**src/sdp_ram.sv**
```systemverilog
`default_nettype none

module sdp_ram #(
    parameter int width = 32,
    parameter int depth_w = 6,
    parameter int read_latency = 1
) (
    input  logic               clk,
    input  logic               wr_en,
    input  logic [depth_w-1:0] wr_addr,
    input  logic [width-1:0]   wr_data,
    input  logic [depth_w-1:0] rd_addr,
    output logic [width-1:0]   rd_data
);

    logic [width-1:0] mem [2**depth_w];
    logic [width-1:0] rd_pipe_q [read_latency];   // Stage 0 is the array read

    always_ff @(posedge clk) begin
        if (wr_en) begin
            mem[wr_addr] <= wr_data;
        end
    end

    // Read pipeline, one register per cycle of latency
    always_ff @(posedge clk) begin
        rd_pipe_q[0] <= mem[rd_addr];
        for (int s = 1; s < read_latency; s++) begin
            rd_pipe_q[s] <= rd_pipe_q[s-1];
        end
    end

    assign rd_data = rd_pipe_q[read_latency-1];

endmodule

`default_nettype wire

```
**config.mk**
```make
export PLATFORM = sky130hd
export DESIGN_NAME = sdp_ram
export DESIGN_NICKNAME = d
export VERILOG_FILES = /design/src/sdp_ram.sv
export SDC_FILE = /design/constraint.sdc
export NUM_CORES = 2
export LEC_CHECK = 0
export BUFFER_PORTS_ARGS = -buffer_cell sky130_fd_sc_hd__buf_2
export CAP_MARGIN = 10
export CORE_MARGIN = 4
export CORE_UTILIZATION = 45
export DETAILED_ROUTE_END_ITERATION = 7
export SLEW_MARGIN = 40
export SYNTH_ARGS = -nofsm -noshare
export SYNTH_HDL_FRONTEND = slang
export SYNTH_SLANG_ARGS = --single-unit
```
**constraint.sdc**
```tcl
create_clock -name clk -period 4.3 [get_ports clk]
set_input_delay 0.86 -clock clk [delete_from_list [all_inputs] [get_ports clk]]
set_output_delay 0.86 -clock clk [all_outputs]
set_load 0.01 [all_outputs]
```
; ---- After elaboration in Yosys (flattened, before gate mapping)
; Memory sizes are Yosys's and may differ from the RTL's.
; Cells that the tools add are included.
[word_totals]
ram_bits = 2080
out_inout_bits = 32
input_bits = 46
reg_bits = 0
memories = 2
[op_classes]
n_mux = 2
[memory_table]
columns = name, depth, word_bits, rd, rd_ports_with_merged_regs, write_ports, line_no
row1 = mem, 64, 32, 1, 0, 1, 16  ; logic [width-1:0] mem [2**depth_w];
row2 = rd_pipe_q, 1, 32, 1, 0, 1, 17  ; logic [width-1:0] rd_pipe_q [read_latency];
[op_table]
columns = op, n
row1 = 1-bit two-way mux, 2

; ---- Longest topological paths before layout
[depth]
word_depth = 2
mapped_depth = 10
ltp_nobuf = 5

; ---- Worst setup path after synthesis
; Ideal clock, no wire load.
[synth_timing]
kind = input-to-reg
start = input wr_addr[3]
end = memory mem[48][0], enable pin
required_time_ns = 3.839
setup_time_ns = 0.461
path_stages = 4
path_slack_ns = 0.280
arrival_ns = 3.559
cell_sequence = clkbuf_1 > nor2b_1 > nand4b_1 > nor3_1
[synth_lines]
columns = element, line_no
row1 = "start, declared", 10  ; input logic [depth_w-1:0] wr_addr,
row2 = "end, declared", 16
; No word-level cell before the write port.

; ---- Final worst setup path
[layout_timing]
start = input rd_addr[0]
end = memory rd_pipe_q[0][25]
[layout_between]
elab_chain_cells = 1
[layout_rtl]
columns = element, line_no
row1 = "start, declared", 12  ; input logic [depth_w-1:0] rd_addr,
row2 = memory read 64 x 32 bit, --
row3 = "end, declared", 17
; Every way passes these cells.

==> summary.txt <==
WP buf/inv = 3
Cells after Synth = 3,324
Leakage Power = 28.2 nW
Most common cell after layout, fill and taps aside = edfxtp_1
Sequential fraction of the synthesis area = 79.1%
Number of gates resized after cts = 0
Mapped Area = 78,500 um^2
Max cap viols = 0
Top-Level Pins = 78
Layout cells sized above 1 = 31.5%
Req. time, crit path = 4950 ps
Syn_nets = 3,370
Tcrit/Tclk final = 71.8%
Overflow after GRT = 0
Pin count of the biggest net entering global routing = 65
Post-CTS Setup Inserts = 0
Vias = 37,100
Sinks on Clock Net = 2,080
Synth Warn # = 0
First-pass GRT wire length = 288,000 um
Final core utilization = 52.0%
Cts bufs inserted = 203
Footprint of the multi-input gates = 16,000 um^2
Setup violators final = 0
Die X-Extent = 426 um
Clk buf depth = 3
Initial core utilization = 45.2%
Worst path slowest cell = o22ai_1
Final Skew = 26.0 ps
Fin cells = 6,145
PwrDens = 464 nW/um^2
Pwr Total = 41.8 mW
Startpoint types = input port
VDD IR-drop max = 435 uV
Syn Area/Cell = 23.6 um^2
Register area = 62,100 um^2
Drt first pass iters = 5
Hold buffer count at CTS = 0
Worst-Margin Slew = 878 ps
Worst skew pair latency = 820 ps
Relative slew slack = 41.4%
Placed Area = 83,800 um^2
Total track usage = 22.5%
Netlist cell types = 34
Final ANT Viol Nets = 0
Crit Path Max Fanout = 41
Crit path DAT = 3740 ps
CTS tree = yes
Vias in the first global route = 37,900
Area delta synth->final = 14.9%
Clock root buffer = clkbuf_16
CP endpoint kind = flip-flop
H-tree depth = 4
Gpl congestion = 0.759
Fill cells = 13,400
Placed Cells = 5,768
Setup Crit Path Kind = in -> reg
Final hold viol count = 0
PortBufs = 77
Hpwl dp = 115,000 um
Core Rows = 153
Status = finished clean
Crit-path cells = buf_8 > buf_12 > buf_4 > mux4_2 > mux4_2 > o22ai_1 > nor2_1
Core footprint = 174,000 um^2
Total negative slack = 0 ps
Total wire length = 202,000 um
Commonest cells after routing, fill and taps aside = 2,048 x edfxtp_1, 544 x mux4_2, 212 x clkbuf_16
FMAX = 0.324 GHz
Fin area = 90,300 um^2
#FFs+latches synth = 2,080
Worst path most repeated cell = mux4_2
Via/cell ratio = 6.03
DRC viols = 0
Slew Limit Fails = 0
Die height = 426 um
Die ar. = 181,000 um^2
Clk slew on worst S/H paths = 60 ps
Final net count = 3,694
Crit path max-delay family = multiplexers
DR WL/cell = 32.8 um
Antenna violations before repair = 8
Slowest stage delay, CP = 550 ps
1st-iter DRT viols = 4,163
Tmin final = 3090 ps
HP Class = in -> reg
RSZ-0062 raised after global routing = false
R2R Setup Slk = 1980 ps
==> cell usage after synthesis (all sizes together) <==
library cell / instances / share of area (%)
a311oi: 8 / 0.089
nand4b: 1 / 0.011
nand4: 2 / 0.016
nor3: 7 / 0.045
buf: 107 / 0.77
nand3: 5 / 0.032
mux2i: 93 / 1.2
o221ai: 27 / 0.30
dfxtp: 32 / 0.82
and2: 2 / 0.016
or3b: 5 / 0.056
mux4: 544 / 16
and3: 4 / 0.032
or3: 3 / 0.024
a21oi: 62 / 0.40
o22ai: 84 / 0.67
a31oi: 1 / 0.0080
a22oi: 12 / 0.11
nand3b: 5 / 0.048
a41o: 4 / 0.051
or2: 3 / 0.024
nand2: 26 / 0.12
nand2b: 8 / 0.064
edfxtp: 2048 / 78
nor2: 137 / 0.65
o32ai: 4 / 0.045
clkbuf: 75 / 0.36
nor2b: 15 / 0.12
==> worst reg2reg max path: stages, from the launching register on <==
cell and delay, ps:
edfxtp_1 380, mux4_2 480, mux4_2 520, o22ai_1 650, nor2_1 130
==> registers in the layout (all words and copies together) (netlist names) <==
| signal | flops |
|---|---|
| mem | 2048 |
| rd_pipe_q | 32 |
==> where the power goes <==
group / internal [mW] / total, mW / switching, mW / leakage [nW]
logic: 0.813 / 2.09 / 1.27 / 6.30
registers: 22.4 / 22.5 / 0.0905 / 18.7
clock network: 9.87 / 17.2 / 7.36 / 3.17
total: 33.1 / 41.8 / 8.72 / 28.2
==> logic make-up after synthesis <==
group,after synthesis,synth area share [%]
compound gates,202,1.67
buf+inv,182,1.13
flops,2080,79.1
mux,637,16.8
simple gates,223,1.27
==> layer usage <==
metal  track usage (%)  routed length (um)  up-vias
met1              31.8               82200    20300
met5                 0                  23        -
li1                  -                   -    14900
met3              4.03               15500      255
met2              36.7               99500     1547
met4              5.47                4390        4
==> path summary, 6_finish.rpt <==
path	start	endpoint	cells past startpoint
max	rd_addr[0]	rd_pipe_q[0][25]	7
min reg2reg	mem[12][20]	rd_pipe_q[0][20]	4
max reg2reg	mem[26][16]	rd_pipe_q[0][16]	4
min	wr_data[15]	mem[23][15]	1
==> metrics by stage <==
| stage | hold slack [ps] | setup slack [ps] |
|---|---|---|
| floorplan | 663 | 280 |
| global placement | 729 | 243 |
| detailed placement | 765 | 229 |
| CTS | 438 | 1110 |
| global route | 479 | 1130 |
| finish | 491 | 1210 |
==> final cells by class <==
type | count | area share, %
tap | 2325 | 3.22
sequential | 2080 | 68.9
timing repair buffer | 301 | 3.05
clock buffer | 278 | 6.30
antenna | 3 | 0.00832
clock inverter | 96 | 0.860
multi-input combinational | 1062 | 17.7
(Power assumes the default switching activity.)
