**config.mk**
```make
export PLATFORM = sky130hd
export DESIGN_NAME = pulse_proc
export DESIGN_NICKNAME = d
export VERILOG_FILES = /design/src/dsp_cfg_pkg.sv /design/src/dsp_cmd_pkg.sv /design/src/pulse_proc.sv
export SDC_FILE = /design/constraint.sdc
export NUM_CORES = 1
export LEC_CHECK = 0
export BUFFER_PORTS_ARGS = -buffer_cell sky130_fd_sc_hd__buf_2
export CAP_MARGIN = 20
export CORE_UTILIZATION = 63
export DETAILED_ROUTE_END_ITERATION = 12
export GPL_ROUTABILITY_DRIVEN = 0
export PLACE_DENSITY = 0.91
export SLEW_MARGIN = 5
export SYNTH_ARGS = -nofsm -noshare
export SYNTH_HDL_FRONTEND = slang
export SYNTH_SLANG_ARGS = --single-unit
```
**constraint.sdc**
```tcl
create_clock -name clk -period 8.8 [get_ports clk]
set_input_delay 0.44 -clock clk [delete_from_list [all_inputs] [get_ports clk]]
set_output_delay 0.44 -clock clk [all_outputs]
set_load 0.02 [all_outputs]
```
**src/dsp_cfg_pkg.sv**
```systemverilog
`default_nettype none

package dsp_cfg_pkg;

    // #####################
    // Core count and memories
    localparam int nproc = 2;
    localparam int core_sel_w = (nproc > 1) ? $clog2(nproc) : 1;
    localparam logic [core_sel_w-1:0] last_core = core_sel_w'(nproc - 1);

    localparam int cmd_addr_w = 6;                // 64 commands per core
    localparam int env_addr_w = 10;               // Shared envelope memory
    localparam int host_addr_w = (env_addr_w > cmd_addr_w) ? env_addr_w : cmd_addr_w;

    // #####################
    // Word widths
    localparam int cmd_w = 32;
    localparam int sample_w = 16;
    localparam int amp_w = 14;
    localparam int len_w = 6;
    localparam int delay_w = cmd_w - 2;           // Everything above the opcode
    localparam int amp_shift = 13;                // 8192 is unity gain

    // Read latency of each memory in clock cycles
    localparam int cmd_read_latency = 2;
    localparam int env_read_latency = 1;

endpackage

`default_nettype wire
```
**src/dsp_cmd_pkg.sv**
```systemverilog
`default_nettype none

package dsp_cmd_pkg;

    typedef enum logic [1:0] {
        op_done  = 2'd0,
        op_pulse = 2'd1,
        op_delay = 2'd2
    } opcode_e;

    // #####################
    // Command word, one of two layouts selected by the opcode
    typedef struct packed {
        opcode_e                                 op;
        logic [dsp_cfg_pkg::env_addr_w-1:0]      addr;    // First envelope sample
        logic [dsp_cfg_pkg::len_w-1:0]           len;     // Sample count
        logic signed [dsp_cfg_pkg::amp_w-1:0]    amp;
    } pulse_cmd_t;

    typedef struct packed {
        opcode_e                                 op;
        logic [dsp_cfg_pkg::delay_w-1:0]         cycles;
    } delay_cmd_t;

    typedef union packed {
        pulse_cmd_t pulse;
        delay_cmd_t delay;
    } cmd_word_u;

    // #####################
    // Host side
    typedef enum logic {
        sel_cmd = 1'b0,
        sel_env = 1'b1
    } mem_sel_e;

    typedef struct packed {
        logic                                    en;
        logic [dsp_cfg_pkg::core_sel_w-1:0]      core_sel;
        mem_sel_e                                mem_sel;
        logic [dsp_cfg_pkg::host_addr_w-1:0]     addr;
        logic [dsp_cfg_pkg::cmd_w-1:0]           data;
    } host_write_t;

    // Envelope read path and DAC output
    typedef struct packed {
        logic                                    valid;
        logic [dsp_cfg_pkg::env_addr_w-1:0]      addr;
    } env_req_t;

    typedef struct packed {
        logic                                    valid;
        logic signed [dsp_cfg_pkg::sample_w-1:0] sample;
    } env_rsp_t;

    typedef struct packed {
        logic                                    valid;
        logic signed [dsp_cfg_pkg::sample_w-1:0] sample;
    } dac_sample_t;

endpackage

`default_nettype wire

```
**src/pulse_proc.sv**
```systemverilog
`default_nettype none

module pulse_proc (
    input  logic                               clk,
    input  logic                               rst_n,
    input  logic                               start,
    output logic [dsp_cfg_pkg::cmd_addr_w-1:0] cmd_addr,
    input  dsp_cmd_pkg::cmd_word_u             cmd_data,
    output dsp_cmd_pkg::env_req_t              env_req,
    input  logic                               env_grant,
    input  dsp_cmd_pkg::env_rsp_t              env_rsp,
    output dsp_cmd_pkg::dac_sample_t           dac,
    output logic                               busy
);

    typedef enum logic [2:0] {
        st_idle,
        st_fetch,
        st_wait_fetch,
        st_pulse,
        st_delay,
        st_done
    } state_t;

    state_t                                     state_q;
    logic [dsp_cfg_pkg::cmd_addr_w-1:0]         pc_q;
    logic [dsp_cfg_pkg::cmd_read_latency-1:0]   fetch_q;     // Tracks the command read
    logic                                       cmd_vld;
    logic                                       is_pulse;
    logic [dsp_cfg_pkg::len_w-1:0]              req_left_q;
    logic [dsp_cfg_pkg::len_w-1:0]              rsp_left_q;
    logic [dsp_cfg_pkg::delay_w-1:0]            delay_q;
    logic [dsp_cfg_pkg::env_addr_w-1:0]         req_addr_q;
    logic signed [dsp_cfg_pkg::amp_w-1:0]       amp_q;
    logic                                       req_fire;

    logic signed [dsp_cfg_pkg::sample_w+dsp_cfg_pkg::amp_w-1:0] product;
    logic signed [dsp_cfg_pkg::sample_w+dsp_cfg_pkg::amp_w-1:0] scaled;
    logic signed [dsp_cfg_pkg::sample_w-1:0]                    sat;
    logic                                                       dac_valid_q;
    logic signed [dsp_cfg_pkg::sample_w-1:0]                    dac_sample_q;

    assign cmd_vld = (state_q == st_wait_fetch) && fetch_q[dsp_cfg_pkg::cmd_read_latency-1];
    assign is_pulse = cmd_data.pulse.op == dsp_cmd_pkg::op_pulse;
    assign cmd_addr = pc_q;
    assign env_req.valid = (state_q == st_pulse) && (req_left_q != '0);
    assign env_req.addr = req_addr_q;
    assign req_fire = env_req.valid && env_grant;
    assign busy = (state_q != st_idle) && (state_q != st_done);

    // ####################
    // Sequencer
    always_ff @(posedge clk) begin
        if (!rst_n) begin
            state_q <= st_idle;
            pc_q <= '0;
            fetch_q <= '0;
            req_left_q <= '0;
            rsp_left_q <= '0;
            delay_q <= '0;
        end else begin
            fetch_q[0] <= state_q == st_fetch;
            for (int s = 1; s < dsp_cfg_pkg::cmd_read_latency; s++) begin
                fetch_q[s] <= fetch_q[s-1];
            end
            case (state_q)
                st_idle, st_done: begin
                    if (start) begin
                        pc_q <= '0;
                        state_q <= st_fetch;
                    end
                end
                st_fetch: state_q <= st_wait_fetch;
                st_wait_fetch: begin
                    if (cmd_vld) begin
                        pc_q <= pc_q + 1'b1;
                        case (cmd_data.pulse.op)
                            dsp_cmd_pkg::op_pulse: begin
                                req_left_q <= cmd_data.pulse.len;
                                rsp_left_q <= cmd_data.pulse.len;
                                state_q <= st_pulse;
                            end
                            dsp_cmd_pkg::op_delay: begin
                                delay_q <= cmd_data.delay.cycles;
                                state_q <= (cmd_data.delay.cycles == '0) ? st_fetch : st_delay;
                            end
                            default: state_q <= st_done;   // op_done and unused codes
                        endcase
                    end
                end
                st_pulse: begin
                    if (req_fire) begin
                        req_left_q <= req_left_q - 1'b1;
                    end
                    if (env_rsp.valid) begin
                        rsp_left_q <= rsp_left_q - 1'b1;
                    end
                    if (rsp_left_q == '0) begin
                        state_q <= st_fetch;          // Every sample is back
                    end
                end
                st_delay: begin
                    delay_q <= delay_q - 1'b1;
                    if (delay_q == 1) begin
                        state_q <= st_fetch;
                    end
                end
                default: state_q <= st_idle;
            endcase
        end
    end

    always_ff @(posedge clk) begin
        if (cmd_vld && is_pulse) begin
            req_addr_q <= cmd_data.pulse.addr;
            amp_q <= cmd_data.pulse.amp;
        end else if (req_fire) begin
            req_addr_q <= req_addr_q + 1'b1;          // Stalls while not granted
        end
    end

    // ####################
    // Scale, shift and clamp to the DAC range
    always_comb begin
        product = env_rsp.sample * amp_q;
        scaled = product >>> dsp_cfg_pkg::amp_shift;
        if (&scaled[$high(scaled):dsp_cfg_pkg::sample_w-1] ||
            ~|scaled[$high(scaled):dsp_cfg_pkg::sample_w-1]) begin
            sat = scaled[dsp_cfg_pkg::sample_w-1:0];
        end else if (scaled[$high(scaled)]) begin
            sat = {1'b1, {(dsp_cfg_pkg::sample_w-1){1'b0}}};
        end else begin
            sat = {1'b0, {(dsp_cfg_pkg::sample_w-1){1'b1}}};
        end
    end

    always_ff @(posedge clk) begin
        if (!rst_n) begin
            dac_valid_q <= 1'b0;
        end else begin
            dac_valid_q <= env_rsp.valid;
        end
    end

    always_ff @(posedge clk) begin
        dac_sample_q <= sat;
    end

    assign dac.valid = dac_valid_q;
    assign dac.sample = dac_sample_q;

endmodule

`default_nettype wire

```
# After elaboration in Yosys (flattened, before gate mapping)
# Index checks and enable logic that the tools add are counted.
# classes
add_sub_neg	5
mul	1
n_eq_ne	17
mux	23
n_reduce_logical	24
# op_table
cell	count
30-bit 2-to-1 mux	2
30-bit one-hot mux with 2 select lines	1
6-bit 2-to-1 mux	6
6-bit one-hot mux with 2 select lines	3
16-bit 2-to-1 mux	2
30-bit by 1-bit == test with 1-bit output, second input constant	1
30-bit zero test	1
16-bit by 14-bit multiplier with 30-bit output	1
30-bit by 1-bit subtractor with 30-bit output, second input constant	1
10-bit 2-to-1 mux	2
3-bit 2-to-1 mux	5
3-bit one-hot mux with 5 select lines	1
2-bit inequality test, second input constant	6
4-bit AND reduction	3
6-bit by 1-bit subtractor with 6-bit output, second input constant	2
10-bit by 1-bit adder with 10-bit output, second input constant	1
2-bit nonzero test	4
6-bit by 1-bit adder with 6-bit output, second input constant	1
3-bit by 2-bit == test with 1-bit output, second input constant	2
3-bit == test, second input constant	2
6-bit zero test	1
3-bit one-hot mux with 2 select lines	1
3-bit AND reduction	2
6-bit nonzero test	1
other kinds (12)	18
# totals
ff_bits	94
in_bits	53
output_inout_bits	35
wordCells	80

# Depth between registers and ports, before layout
# depth
ltp_word	5
depth_mapped	24
ltp_nobuf	22

# Worst setup path before layout
# Ideal clock, no wire load.
# synth_path
path_type	input -> register
start	in env_rsp[15] (netlist bit)
end	reg dac_sample_q[10] (netlist bit)
setup_time_ns	0.061
arrival_ns	6.393
required_ns	8.739
setup_slack_ns	2.346
stages	21
path_cell_list	clkbuf_1 -> nand2_1 -> fa_1 -> fa_1 -> inv_1 -> fa_1 -> fa_1 -> fa_1 -> inv_1 -> fa_1 -> inv_1 -> ha_1 -> and3_1 -> nand2_1 -> nor2_1 -> and3_1 -> o211a_1 -> nor2_1 -> o311ai_1 -> clkbuf_1 -> maj3_1
# synth_between
elab_chain_len	5
word_cells_on_any_way	7
cone_classes	mul (1); mux (2); reduce/logical (4)
# synth_rtl
item	line_no	source
from (decl)	pulse_proc.sv:11	input dsp_cmd_pkg::env_rsp_t env_rsp,
16-bit by 14-bit multiplier with 30-bit output *	pulse_proc.sv:125	product = env_rsp.sample * amp_q;
2-bit OR reduction	pulse_proc.sv:128	~|scaled[$high(scaled):dsp_cfg_pkg::sample_w-1]) begin
1-bit zero test	pulse_proc.sv:128	
1-bit logical OR	pulse_proc.sv:127	if (&scaled[$high(scaled):dsp_cfg_pkg::sample_w-1] ||
16-bit 2-to-1 mux *	pulse_proc.sv:127	
net sat (one bit)	pulse_proc.sv:39	logic signed [dsp_cfg_pkg::sample_w-1:0] sat;
to (signal assigned)	pulse_proc.sv:146	dac_sample_q <= sat;
to (decl)	pulse_proc.sv:41	logic signed [dsp_cfg_pkg::sample_w-1:0] dac_sample_q;
# Mark *: on every way through the listed nets, which the timed path passes. The rest lies on a longest branch.
# A chain may end at the register's enable or synchronous reset.

# Worst setup path after layout
# layout_path
start	reg amp_q[3] (netlist bit)
end	reg dac_sample_q[0] (netlist bit)
# layout_between
elab_chain_len	5
word_cells_on_any_way	7
cone_classes	mul (1); mux (2); reduce/logical (4)
# layout_rtl
item	line_no	source
from (decl)	pulse_proc.sv:34	logic signed [dsp_cfg_pkg::amp_w-1:0] amp_q;
from (signal assigned)	pulse_proc.sv:116	amp_q <= cmd_data.pulse.amp;
16-bit by 14-bit multiplier with 30-bit output *	pulse_proc.sv:125	
2-bit OR reduction	pulse_proc.sv:128	
1-bit zero test	pulse_proc.sv:128	
1-bit logical OR	pulse_proc.sv:127	
16-bit 2-to-1 mux *	pulse_proc.sv:127	
net sat (one bit)	pulse_proc.sv:39	
# Marked as above.

==> qor.txt <==
Status: finished, final reports clean
EDFF count, synth: 24
R2R depth: 20
Number of diodes: 0
H-tree depth: 3
Port Buffers: 87
Buffer depth of the longest clock path: 2
Most used DFF post-synth: dfxtp_1
Power Total: 4.530 mW
Post-DP Area: 13180 sq um
Critical Path Slowest Stage Cell: edfxtp_1
Post-synth cell types: 60
First drt pass iteration count: 6
CP max FO: 16
Main combinational cell family by area after synthesis: adder cells
Post-DP HPWL: 24150 um
Share of layout cells above drive strength 1: 8.008%
Hold WS: 0.2877 ns
# Max-Cap Violations: 0
CP bufs+invs: 4
Critical Path RT: 9.04 ns
Final Skew: 0.01088 ns
Worst path most repeated cell: fa_1
Crit Path Category: reg2reg
Crit. End Element: flip-flop
Vias in the first global route: 10940
Synthesized area: 12600 sq um
Crit path DAT: 7.27 ns
Xor/xnor cell area share of the yosys netlist: 2.640%
Synth warn: 0
Total CTS buffers: 9
Worst path cell trace: and2_1, fa_1, inv_1, fa_1, inv_1, fa_1, inv_1, fa_1, fa_1, inv_1, fa_1, ha_1, a21oi_1, o22ai_1, a311o_1, nor2b_1, a311o_1, nand3_1, nand3_1, maj3_1
HP Start: cmd_data[4]
Initial Util: 64.55%
Worst skew pair latency: 0.37 ns
I/O Pins: 88
Setup WS pre-CTS: 1.637 ns
Finished Cell Area: 13540 sq um
Setup bufs post-CTS: 0
Via count: 10320
FF+latch count, synth: 94
Initial drt markers: 1077
Net count, final: 1806
R2R Setup Slk: 1.77 ns
Layout fillers: 1363
Syn Area/Cell: 8.971 sq um
Resized Gates After CTS: 0
Grt ovf: 0
PnR worst setup slack: 1.768 ns
First-pass GRT wire length: 51590 um
RSZ-0062 raised after global routing: false
Headroom to the max-slew limit: 33.98%
Die H: 143.4 um
Core Region: 19530 sq um
Period minus WS final: 7.032 ns
Residual DRC: 0
Clk sinks: 94
CP top delay family: adder cells
Die W: 143.4 um
Antenna violations before repair: 0
Top-area cell type share of the netlist area: 34.62%
Register area share after synthesis: 16.84%
Proportion of synthesized area in mux cells: 0.2382%
TritonCTS clock tree: yes
Fin crit share: 79.91%
End of the worst hold path: amp_q[4]$_DFFE_PP_
Placement Rows: 51
Top cell type by total area after synthesis: fa_1
Largest net degree at the start of global routing: 37
Max Clk Rate: 0.1422 GHz
Worst flop-to-flop path endpoint: dac_sample_q[0]$_DFF_P_
Hold WC Path Type: in2reg
Clock Pin Slew Worst Setup and Hold Paths: 0.07 ns
Adder-cell share of the synthesized area: 43.66%
RR Startpoint: amp_q[3]$_DFFE_PP_
Worst hold stages: 1
Synth async-reset ratio: 0%
CTS Hold Bufs: 0
Endpoints failing hold: 0
Avg WL per Cell: 17.87 um
Stages on worst setup path: 20
Layout area overhead: 7.415%
Post-DR vias/cell: 5.977
Syn Inst Count: 1405
Final WL: 30840 um
Setup_tns: 0 ns
# setup viols final: 0
Startpoint types: flip-flop
Actual slew at the worst max-slew pin: 0.9903 ns
Syn nets: 1755
Power Dens Cells: 334.6 nW/um^2
Die footprint: 20580 sq um
All-Layer GR Usage: 32.58%
Post-synthesis compound-gate area fraction: 9.430%
Slew Limit Fails: 0
Simple logic cell fraction of the synthesized area: 17.48%
DRT antenna net count: 0
VDD IR-drop max: 0.4794 mV
Crit path largest cell delay: 0.63 ns
Top cells by area, synth: fa_1 (35%), dfxtp_1 (11%), inv_1 (8.1%)
Static leakage: 6.388 nW
Clock Tree Root: clkbuf_16
registers in the layout (all words and copies together), names as in the netlist:
register,flops
amp_q,14
cmd_addr,6
dac_sample_q,16
dac_valid_q,1
delay_q,30
fetch_q,2
req_addr_q,10
req_left_q,6
rsp_left_q,6
state_q,3
layer usage:
metal  vias to the layer above  wire length (um)  GRT usage [%]
met5                         -                 0              0
met4                         0              1782          19.54
met3                       149              2529          6.465
met2                       567             15610          55.44
met1                      5052             10920          38.18
li1                       4549                 -              -
cells in the mapped netlist, drive strengths merged (19+ instances only):
master / number
o21ai: 48
dfxtp: 70
nand3: 19
a21oi: 63
inv: 271
ha: 79
fa: 218
and2: 112
clkbuf: 48
edfxtp: 24
nand2: 155
xnor2: 21
nor2: 81
cells in the final DEF, fill, tap and decap left out, types with 19 or more instances in the layout:
cell type and n:
a21oi_1 63, buf_2 87, ha_1 79, nand2_1 155
nor2_1 81, nand3_1 19, fa_1 218, edfxtp_1 24
xnor2_1 21, inv_1 271, and2_1 112, o21ai_0 44
dfxtp_1 70
logic make-up after synthesis:
logic type      Yosys count
simple gates            448
buf+inv                 323
fa+ha+maj               312
compound gates          187
flops                    94
xor+xnor                 38
mux                       3
report_power, final:
group / switching, mW / internal, mW / total (mW)
sequential: 0.0439 / 0.558 / 0.602
combinational: 2.01 / 1.51 / 3.53
clock: 0.196 / 0.204 / 0.400
how the worst max path moves through the flow:
stage | from | to | slack (ns)
2_1_floorplan | env_rsp[15] | dac_sample_q[10]$_DFF_P_ | 2.35
3_3_place_gp | amp_q[0]$_DFFE_PP_ | dac_sample_q[0]$_DFF_P_ | 1.96
3_5_place_dp | env_rsp[15] | dac_sample_q[0]$_DFF_P_ | 1.64
4_1_cts | amp_q[2]$_DFFE_PP_ | dac_sample_q[0]$_DFF_P_ | 1.60
5_1_grt | amp_q[2]$_DFFE_PP_ | dac_sample_q[2]$_DFF_P_ | 1.47
6_report | amp_q[3]$_DFFE_PP_ | dac_sample_q[0]$_DFF_P_ | 1.77
area by class of cell:
cell class / instances / area (sq um) / area share [%]
Inverter: 272 / 1021 / 7.541
Multi-Input combinational cell: 988 / 9265 / 68.43
Clock inverter: 7 / 81.33 / 0.6007
Sequential cell: 94 / 2122 / 15.67
Timing Repair Buffer: 91 / 493.0 / 3.641
Tap cell: 265 / 331.6 / 2.449
Clock buffer: 9 / 225.2 / 1.663
through the flow:
step | utilization (%) | std cells
5_1_grt | 69.34 | 1726
3_5_place_dp | 67.51 | 1707
6_report | 69.34 | 1726
4_1_cts | 69.08 | 1723
3_3_place_gp | 67.51 | 1707
2_1_floorplan | - | 1405
Note: power is estimated with default switching activity, not from simulation.
